[config.mk]
export PLATFORM = sky130hd
export DESIGN_NAME = eth_parser
export DESIGN_NICKNAME = d
export VERILOG_FILES = /design/src/source/parser_pkg.sv /design/src/source/stream_stage.sv /design/src/source/header_capture.sv /design/src/source/frame_classifier.sv /design/src/source/eth_parser.sv
export SDC_FILE = /design/constraint.sdc
export NUM_CORES = 1
export LEC_CHECK = 0
export ABC_CLOCK_PERIOD_IN_PS = 4690
export BUFFER_PORTS_ARGS = -buffer_cell sky130_fd_sc_hd__buf_2
export CORE_AREA = 4 4 200 202
export CTS_CLUSTER_SIZE = 30
export DETAILED_ROUTE_END_ITERATION = 6
export DIE_AREA = 0 0 204 206
export GPL_TIMING_DRIVEN = 0
export PLACE_DENSITY = 0.74
export SYNTH_ARGS = -nofsm -noshare
export SYNTH_HDL_FRONTEND = slang
export SYNTH_HIERARCHICAL = 1
export SYNTH_SLANG_ARGS = --single-unit
[constraint.sdc]
create_clock -name clk -period 4.69 [get_ports clk]
set_input_delay 0.938 -clock clk [delete_from_list [all_inputs] [get_ports clk]]
set_output_delay 0.938 -clock clk [all_outputs]
set_load 0.02 [all_outputs]
[src/source/parser_pkg.sv]
// beat width fixed at 8 bytes; byte offsets assume one vlan tag at most and a 20 byte ipv4 header
package parser_pkg;

    // stream geometry
    localparam int DATA_BYTES = 8;

    typedef logic [2:0] beat_idx_t;

    // first beat past the last header byte (byte 41 sits in beat 5)
    localparam beat_idx_t MAX_BEAT = 3'd6;

    // byte k of a beat is data[8k+7:8k], first wire byte lowest
    typedef struct packed {
        logic [8*DATA_BYTES-1:0] data;
        logic [DATA_BYTES-1:0]   keep;
        logic                    last;
    } beat_t;

    // captured header fields, multi-byte values big-endian
    typedef struct packed {
        logic [47:0] dst_mac;
        logic [47:0] src_mac;
        logic [15:0] eth_type;
        logic [15:0] inner_type;
        logic [7:0]  ip_proto;
        logic [31:0] src_ip;
        logic [31:0] dst_ip;
        logic [15:0] src_port;
        logic [15:0] dst_port;
    } hdr_fields_t;

    typedef struct packed {
        logic vlan;
        logic arp;
        logic ipv4;
        logic tcp;
        logic udp;
    } parse_flags_t;

    typedef enum logic [3:0] {
        PT_NONE = 4'h0,
        PT_IPV4 = 4'h1,
        PT_VLV4 = 4'h2
    } pkt_type_t;

    // ethertype and ip protocol codes
    localparam logic [15:0] ETH_TYPE_IPV4 = 16'h0800;
    localparam logic [15:0] ETH_TYPE_ARP  = 16'h0806;
    localparam logic [15:0] ETH_TYPE_VLAN = 16'h8100;
    localparam logic [7:0]  IP_PROTO_TCP  = 8'd6;
    localparam logic [7:0]  IP_PROTO_UDP  = 8'd17;

    // byte offsets in an untagged frame
    localparam int OFF_DST_MAC    = 0;
    localparam int OFF_SRC_MAC    = 6;
    localparam int OFF_ETH_TYPE   = 12;
    localparam int OFF_INNER_TYPE = 16;
    localparam int OFF_IP_PROTO   = 23;
    localparam int OFF_SRC_IP     = 26;
    localparam int OFF_DST_IP     = 30;
    localparam int OFF_SRC_PORT   = 34;
    localparam int OFF_DST_PORT   = 36;

    // added to offsets from the ip protocol byte on when tagged
    localparam int VLAN_SHIFT = 4;

endpackage

[src/source/stream_stage.sv]
// single register slice, one cycle latency; beat index saturates and only resets on last
`timescale 1ns/1ps

module stream_stage (
    input  logic                 clk,
    input  logic                 rst,
    input  parser_pkg::beat_t    s_beat,
    input  logic                 s_valid,
    output logic                 s_ready,
    output parser_pkg::beat_t    m_beat,
    output logic                 m_valid,
    input  logic                 m_ready,
    output logic                 accept,
    output parser_pkg::beat_idx_t beat_idx
);

    parser_pkg::beat_idx_t idx;

    // register free or draining this cycle
    assign s_ready  = !m_valid || m_ready;
    assign accept   = s_valid && s_ready;
    assign beat_idx = idx;

    always_ff @(posedge clk) begin
        if (rst) begin
            m_valid <= 1'b0;
        end else if (accept) begin
            m_valid <= 1'b1;
        end else if (m_ready) begin
            m_valid <= 1'b0;
        end
    end

    // payload register
    always_ff @(posedge clk) begin
        if (accept) begin
            m_beat <= s_beat;
        end
    end

    // position of the next beat within its frame
    always_ff @(posedge clk) begin
        if (rst) begin
            idx <= '0;
        end else if (accept) begin
            if (s_beat.last) begin
                idx <= '0;
            end else if (idx != parser_pkg::MAX_BEAT) begin
                idx <= idx + 3'd1;
            end
        end
    end

endmodule

[src/source/header_capture.sv]
// fixed offsets only: no ipv4 options, one vlan tag; keep is ignored, so short frames leave zeros
`timescale 1ns/1ps

module header_capture (
    input  logic                    clk,
    input  logic                    rst,
    input  logic                    accept,
    input  parser_pkg::beat_t       beat,
    input  parser_pkg::beat_idx_t   beat_idx,
    input  logic                    vlan,
    input  logic                    ipv4,
    input  logic                    l4,
    output parser_pkg::hdr_fields_t fields
);

    parser_pkg::hdr_fields_t nxt;

    // true when absolute byte pos lies in [off, off+len)
    function automatic logic in_field(input logic [5:0] pos, input int off, input int len);
        return (int'(pos) >= off) && (int'(pos) < off + len);
    endfunction

    // bit position of byte pos inside a big-endian field
    function automatic int lsb(input logic [5:0] pos, input int off, input int len);
        return 8 * (off + len - 1 - int'(pos));
    endfunction

    always_comb begin
        logic [5:0] pos;
        logic [5:0] rel;
        logic [7:0] b;

        // first beat of a frame starts from a clean slate
        nxt = (beat_idx == '0) ? '0 : fields;
        pos = '0;
        rel = '0;
        b   = '0;

        for (int lane = 0; lane < parser_pkg::DATA_BYTES; lane++) begin
            pos = 6'(int'(beat_idx) * parser_pkg::DATA_BYTES + lane);
            // ip layer shifted past the tag
            rel = vlan ? pos - 6'(parser_pkg::VLAN_SHIFT) : pos;
            b   = beat.data[8*lane +: 8];

            if (in_field(pos, parser_pkg::OFF_DST_MAC, 6)) begin
                nxt.dst_mac[lsb(pos, parser_pkg::OFF_DST_MAC, 6) +: 8] = b;
            end
            if (in_field(pos, parser_pkg::OFF_SRC_MAC, 6)) begin
                nxt.src_mac[lsb(pos, parser_pkg::OFF_SRC_MAC, 6) +: 8] = b;
            end
            if (in_field(pos, parser_pkg::OFF_ETH_TYPE, 2)) begin
                nxt.eth_type[lsb(pos, parser_pkg::OFF_ETH_TYPE, 2) +: 8] = b;
            end
            if (vlan && in_field(pos, parser_pkg::OFF_INNER_TYPE, 2)) begin
                nxt.inner_type[lsb(pos, parser_pkg::OFF_INNER_TYPE, 2) +: 8] = b;
            end

            // protocol byte taken always, classifier qualifies it with ipv4
            if (in_field(rel, parser_pkg::OFF_IP_PROTO, 1)) begin
                nxt.ip_proto = b;
            end
            if (ipv4 && in_field(rel, parser_pkg::OFF_SRC_IP, 4)) begin
                nxt.src_ip[lsb(rel, parser_pkg::OFF_SRC_IP, 4) +: 8] = b;
            end
            if (ipv4 && in_field(rel, parser_pkg::OFF_DST_IP, 4)) begin
                nxt.dst_ip[lsb(rel, parser_pkg::OFF_DST_IP, 4) +: 8] = b;
            end
            if (l4 && in_field(rel, parser_pkg::OFF_SRC_PORT, 2)) begin
                nxt.src_port[lsb(rel, parser_pkg::OFF_SRC_PORT, 2) +: 8] = b;
            end
            if (l4 && in_field(rel, parser_pkg::OFF_DST_PORT, 2)) begin
                nxt.dst_port[lsb(rel, parser_pkg::OFF_DST_PORT, 2) +: 8] = b;
            end
        end
    end

    always_ff @(posedge clk) begin
        if (rst) begin
            fields <= '0;
        end else if (accept) begin
            fields <= nxt;
        end
    end

endmodule

[src/source/frame_classifier.sv]
// purely combinational decode of registered fields; only ipv4 tcp and udp get a packet type
`timescale 1ns/1ps

module frame_classifier (
    input  parser_pkg::hdr_fields_t  fields,
    output parser_pkg::parse_flags_t flags,
    output parser_pkg::pkt_type_t    pkt_type
);

    logic        vlan;
    logic        ipv4;
    logic        l4;
    logic [15:0] eff_type;

    assign vlan = (fields.eth_type == parser_pkg::ETH_TYPE_VLAN);

    // tagged frames carry the real type after the tag
    assign eff_type = vlan ? fields.inner_type : fields.eth_type;
    assign ipv4     = (eff_type == parser_pkg::ETH_TYPE_IPV4);

    assign flags.vlan = vlan;
    assign flags.arp  = (eff_type == parser_pkg::ETH_TYPE_ARP);
    assign flags.ipv4 = ipv4;
    assign flags.tcp  = ipv4 && (fields.ip_proto == parser_pkg::IP_PROTO_TCP);
    assign flags.udp  = ipv4 && (fields.ip_proto == parser_pkg::IP_PROTO_UDP);

    assign l4 = flags.tcp || flags.udp;

    always_comb begin
        if (!l4) begin
            pkt_type = parser_pkg::PT_NONE;
        end else if (vlan) begin
            pkt_type = parser_pkg::PT_VLV4;
        end else begin
            pkt_type = parser_pkg::PT_IPV4;
        end
    end

endmodule

[src/source/eth_parser.sv]
// 8 byte beats only; fields are levels, valid with the last output beat and held until next frame
`timescale 1ns/1ps

module eth_parser (
    input  logic                     clk,
    input  logic                     rst,
    input  parser_pkg::beat_t        s_beat,
    input  logic                     s_valid,
    output logic                     s_ready,
    output parser_pkg::beat_t        m_beat,
    output logic                     m_valid,
    input  logic                     m_ready,
    output parser_pkg::hdr_fields_t  fields,
    output parser_pkg::parse_flags_t flags,
    output parser_pkg::pkt_type_t    pkt_type
);

    logic                  accept;
    parser_pkg::beat_idx_t beat_idx;
    logic                  l4;

    // decode feedback for later beats, all from registers
    assign l4 = flags.tcp || flags.udp;

    stream_stage stream_stage_i (
        .clk      (clk),
        .rst      (rst),
        .s_beat   (s_beat),
        .s_valid  (s_valid),
        .s_ready  (s_ready),
        .m_beat   (m_beat),
        .m_valid  (m_valid),
        .m_ready  (m_ready),
        .accept   (accept),
        .beat_idx (beat_idx)
    );

    header_capture header_capture_i (
        .clk      (clk),
        .rst      (rst),
        .accept   (accept),
        .beat     (s_beat),
        .beat_idx (beat_idx),
        .vlan     (flags.vlan),
        .ipv4     (flags.ipv4),
        .l4       (l4),
        .fields   (fields)
    );

    frame_classifier frame_classifier_i (
        .fields   (fields),
        .flags    (flags),
        .pkt_type (pkt_type)
    );

endmodule

-- Yosys cells after proc, flatten, opt, wreduce, memory -nomap -nowiden
Index checks and enable logic that the tools add are counted.
- add/subtract/negate cells: 144
- order comparisons: 136
- equal/unequal tests: 6
- shifts and indexed selects: 128
- multiplexer cells: 152
- reductions and logical operators: 116
- operator list (operator ; number):
    $neg A32 Y33 ; 64
    $shift A8 B33 Y16 const A ; 32
    $shiftx A8 B33 Y16 ; 32
    $bwmux W48 ; 16
    $mux W48 ; 16
    $shift A8 B33 Y48 const A ; 16
    $shiftx A8 B33 Y48 ; 16
    $mux W16 ; 33
    $shift A8 B33 Y32 const A ; 16
    $shiftx A8 B33 Y32 ; 16
    $bwmux W16 ; 32
    $bwmux W32 ; 16
    $mux W32 ; 16
    $mux W232 ; 1
    $ge A6 B5 Y1 const B ; 32
    $sub A6 B6 Y7 const A ; 24
    $lt A6 B5 Y1 const B ; 24
    $lt A6 B6 Y1 const B ; 24
    $sub A4 B6 Y7 const A ; 16
    $sub A5 B6 Y7 const A ; 16
    $logic_and A1 B1 Y1 ; 107
    $ge A6 B6 Y1 const B ; 16
    $lt A6 B4 Y1 const B ; 16
    $mux W8 ; 8
    25 further kinds ; 77
- register bits after elaboration: 309
- input port bits: 77
- output and inout port bits: 316
- logic and storage cells: 696

-- Depth between registers and ports, before layout
- depth after elaboration: 21
- gate-level depth with buffers: 20
- mapped depth without buffers: 16

-- Cells and area by module
The synthesis kept the hierarchy.
- by module, submodules not included (module ; instances ; cells each ; area each (um2) ; sequential area each (um2)):
    header_capture ; 1 ; 1481 ; 11984.0 ; 4644.5
    stream_stage ; 1 ; 96 ; 2429.8 ; 2272.2
    frame_classifier ; 1 ; 44 ; 292.8 ; 0.0
    eth_parser ; 1 ; 1 ; 6.3 ; 0.0

-- Worst setup path after synthesis
Ideal clock, no wire load.
- path kind: register -> register
- start: register header_capture_i/fields[124] (netlist name)
- end: register header_capture_i/fields[7] (netlist name)
- library setup time: 0.122 ns
- arrival: 4.668 ns
- data required time: 4.568 ns
- setup slack: -0.100 ns
- stages on the path, launching flop included: 21
- path buffers: 5
- period minus slack after synthesis: 4.790 ns
- cells stage by stage: dfxtp_1 -> or4_4 -> buf_6 -> nor2_1 -> buf_4 -> buf_2 -> buf_6 -> clkinv_1 -> ha_1 -> clkbuf_1 -> inv_1 -> ha_1 -> xor2_1 -> nand3b_1 -> nand2b_1 -> ha_1 -> nor4_1 -> nand4_1 -> o211ai_1 -> a21oi_1 -> a221o_1
- word-level cells in the longest chain between the ends: 21
- elaborated cells on any way between the ends: 94
- those cells by class: add/sub (16); order compare (16); eq/ne (2); shift (16); mux (25); reduce/logical (19)
- RTL lines (what ; line ; source):
    $eq A16 B16 Y1 (*) ; frame_classifier.sv:15 ; assign vlan = (fields.eth_type == parser_pkg::ETH_TYPE_VLAN);
    via frame_classifier_i.vlan ; frame_classifier.sv:10 ; logic vlan;
    $mux W6 or $mux W16 (tied branches) ; header_capture.sv:42, frame_classifier.sv:18 ;
    $sub A6 B6 Y7 or $eq A16 B12 Y1 (tied branches) ; header_capture.sv:25, frame_classifier.sv:19 ;
    $neg A32 Y33 (tied with other cells) ; header_capture.sv:72 ; nxt.dst_port[lsb(rel, parser_pkg::OFF_DST_PORT, 2) +: 8] = b;
    $shiftx A8 B33 Y16 (tied with other cells) ; header_capture.sv:72 ;
    $bwmux W16 or $logic_and A1 B1 Y1 (tied branches) ; header_capture.sv:72, header_capture.sv:71 ;
    $mux W16 ; header_capture.sv:71 ; if (l4 && in_field(rel, parser_pkg::OFF_DST_PORT, 2)) begin
    [... 6 more ...] ; - ;
    $bwmux W16 ; header_capture.sv:72 ;
    $mux W16 ; header_capture.sv:71 ;
    $bwmux W16 ; header_capture.sv:72 ;
    $mux W16 ; header_capture.sv:71 ;
    $bwmux W16 ; header_capture.sv:72 ;
    $mux W16 ; header_capture.sv:71 ;
    $bwmux W16 ; header_capture.sv:72 ;
    $mux W16 (*) ; header_capture.sv:71 ;
The timed path passes the listed nets; every way through them passes the cells marked *.
A chain may end at the register's enable or synchronous reset.

-- Worst setup path after layout
- start: register stream_stage_i.idx[1] (netlist: stream_stage_i/beat_idx[1])
- end: register header_capture_i/fields[220] (netlist name)
- word-level cells in the longest chain between the ends: 19
- elaborated cells on any way between the ends: 65
- those cells by class: add/sub (23); order compare (8); shift (16); mux (17); reduce/logical (1)
- RTL lines (what ; line ; source):
    start: declaration ; stream_stage.sv:17 ; parser_pkg::beat_idx_t idx;
    start signal: assignment ; stream_stage.sv:49 ; idx <= idx + 3'd1;
    branches (longest 18 deep; another with $neg A32 Y33) ; - ;
    $mux W48 (*) ; header_capture.sv:45 ; if (in_field(pos, parser_pkg::OFF_DST_MAC, 6)) begin
Every way passes the cells marked *. The select of a mux whose other input is x is not followed.

==> results.yml <==
route:
  highest_layer: "met5"
  drcViolationCount: 0
  wl_met1_mm: 25.0
  met3WireLength_mm: 5.59
  dr_total_vias: 14900
  dr.pass1.iters: 6
  final_antenna_net_count: 0
  wirelength_mm: 61.5
  routedWlPerCell_um: 23.7
  vias_per_cell: 5.75
  drt_iter0_drc: 1412
  wl_met2_mm: 28.9
final_layout:
  nets: 2193
  diodes: 0
  nFillCells: 3736
  final_common_cell: "buf_2"
  fin_cells: 2598
  fin_area_sq_um: 18600
  drive_gt1_share_pct: 24.3
  area_delta_synth_final_pct: 26.3
  layout_common_cells: "buf_2, dfxtp_1, nand2_1, a21oi_1, nand3_1"
timing:
  slew_headroom_pct: 13.2
  finalCritPeriodShare_pct: 98.9
  whs_ps: 465
  min_period_ps: 4640
  worstMarginPinSlew_ps: 1290
  setup_violations: 0
  slew_violations: 0
  fin_tns_setup_ps: 0
  max_freq_mhz: 216
  rsz0062_at_grt: "false"
  clock_skew_ps: 12.8
  finalHoldViolations: 0
cts:
  cts_buffer_depth: 3
  cts_hold_buf: 0
  clock-sinks: 309
  numCtsBuffers: 35
  clock_latency_ps: 540
  cts_tree: "done"
  h-tree-depth: 2
  cts-root-buf: "clkbuf_16"
  clk_pin_slew_worst_paths_ps: 60
synth:
  yosysUniqueCellTypes: 82
  async_flop_share_pct: 0
  netlist_area_sq_um: 14700
  synth-compound-area-share_pct: 18.6
  synth_cells: 1622
  synth_top_family_by_area: "simple AND/OR/NAND/NOR gates"
  synth_edf_count: 73
  avgSynthCellArea_sq_um: 9.07
  synth_flop_cell: "dfxtp_1"
  yosysWarnings: 6
  muxShareOfSynthArea_pct: 2.79
  synthAdderAreaFrac_pct: 5.19
  yosysSeqAreaShare_pct: 47.0
  yosys.area_share.xor_xnor_pct: 0.595
  synthSimpleGateAreaFrac_pct: 21.4
  synth_seq_cells: 309
min_path:
  hp-class: "flip-flop to flip-flop"
  min-delay-start: "header_capture_i/fields[183]"
setup_path:
  arrival_ps: 5090
  crit_slowest_cell: "clkbuf_1"
  cpPeakStageDelay_ps: 710
  cp-start-kind: "flip-flop"
  crit_fanout: 11
  critPathLaunch: "stream_stage_i/beat_idx[1]"
  critPathKind: "flip-flop to flip-flop"
  cp_common_cell: "clkbuf_1"
  rr_startpoint: "stream_stage_i/beat_idx[1]"
  cp_cell_sequence: "buf_6 -> inv_1 -> ha_1 -> clkbuf_1 -> inv_1 -> ha_1 -> nor4_1 -> clkbuf_1 -> clkbuf_1 -> nand2_1 -> a21oi_1"
  cp_data_required_time_ps: 5140
  end_kind: "flip-flop"
floorplanning:
  rows: 72
  io_pins: 393
  die_w_um: 204
  die_h_um: 206
  initial_core_util_pct: 38.4
  die_area_sq_um: 42000
  fp.coreArea_sq_um: 38300
pwr:
  power_density_nw_per_um2: 340
  vdd.ir_drop.worst_mv: 0.314
  total_power_w: 0.00631
  p_leak_nw: 7.58
place:
  dp_hpwl_mm: 45.8
  dpl_cell_area_sq_um: 17400
  globalplace.congestion: 0.956
  io_buffer_count: 390
  post-place-cells: 2532
global_routing:
  grt_overflow: 0
  track_usage_pct: 27.6
  grt_max_degree: 43
  grt_pass1_wl_mm: 88.5
  antenna_found_initial: 2
  grt_pass1_vias: 14100
outcome:
  status: "completed"
run:
  cap_violations: 0
==> registers in the layout (all words and copies together), names as in the netlist <==
signal                   count
header_capture_i/fields    232
stream_stage_i/m_beat       73
stream_stage_i/beat_idx      3
stream_stage_i/m_valid       1
==> cell type report <==
class / count / area (sq um) / area share, %
plain buffers: 118 / 517 / 2.78
clock buffers: 47 / 961 / 5.17
clock inverters: 15 / 128 / 0.687
inverters: 37 / 144 / 0.775
multi-input cells: 1158 / 7240 / 39.0
flip-flops and latches: 309 / 6920 / 37.2
well taps: 518 / 648 / 3.49
repair buffers: 396 / 2020 / 10.9
==> synth_stat cells, drive strengths merged, types with 41 or more instances <==
cell type  number  area (sq um)
o21ai          68           344
nand3         162           811
mux2i          41           410
nor2b          68           425
a22oi          48           360
ha             61           763
edfxtp         73          2190
nor2           51           191
dfxtp         236          4720
nand2         215           807
a21oi         165           826
clkbuf         91           343
==> worst paths after layout <==
| check | end | slack [ps] | cells past startpoint |
|---|---|---|---|
| worst min-delay path | header_capture_i/fields[183] | 460 | 2 |
| worst max-delay path | header_capture_i/fields[220] | 50 | 11 |
| worst min register to register | header_capture_i/fields[183] | 460 | 2 |
| worst max register to register | header_capture_i/fields[220] | 50 | 11 |
==> repair_timing <==
item,4_1_cts,5_1_grt
endpoints found under the setup margin,87,72
resized for setup,13,9
hold endpoints to repair,0,0
pin swaps,4,3
buffers inserted,3,2
==> per-stage QoR <==
stage	util, %	setup slack, ps
floorplan	-	15.5
global placement	45.2	-2220
detailed placement	45.3	-1110
CTS	48.4	11.1
global route	48.5	8.02
finish	48.5	50.9
==> routing by layer <==
| layer | up-vias | GRT usage [%] |
|---|---|---|
| li1 | 6768 | - |
| met1 | 7261 | 36.2 |
| met2 | 786 | 45.7 |
| met3 | 121 | 5.81 |
| met4 | 2 | 8.95 |
| met5 | - | 0 |
==> report_power, final <==
| part | leakage (nW) | internal, W | switching, W | total (W) |
|---|---|---|---|---|
| logic | 4.43 | 0.000195 | 0.000604 | 0.000799 |
| clock network | 0.538 | 0.00155 | 0.00111 | 0.00266 |
| registers | 2.62 | 0.00282 | 0.0000379 | 0.00285 |
| total | 7.58 | 0.00456 | 0.00175 | 0.00631 |
==> critical path, delay by kind of cell, from the launching register on <==
kind	cells	cell delay (ps)
buffers and inverters	6	2380
and+or+nand+nor	2	810
AOI/OAI and AO/OA	1	160
adders and majority gates	2	690
DFF	1	500
==> logic make-up after synthesis <==
family | after synthesis
other | 1
flip-flops | 309
adder cells (fa/ha/maj) | 61
multiplexers | 41
AO/OA/AOI/OAI | 429
XOR/XNOR | 10
buffers and inverters | 156
AND/OR/NAND/NOR | 615
No activity file was read; power rests on OpenSTA's default activity.
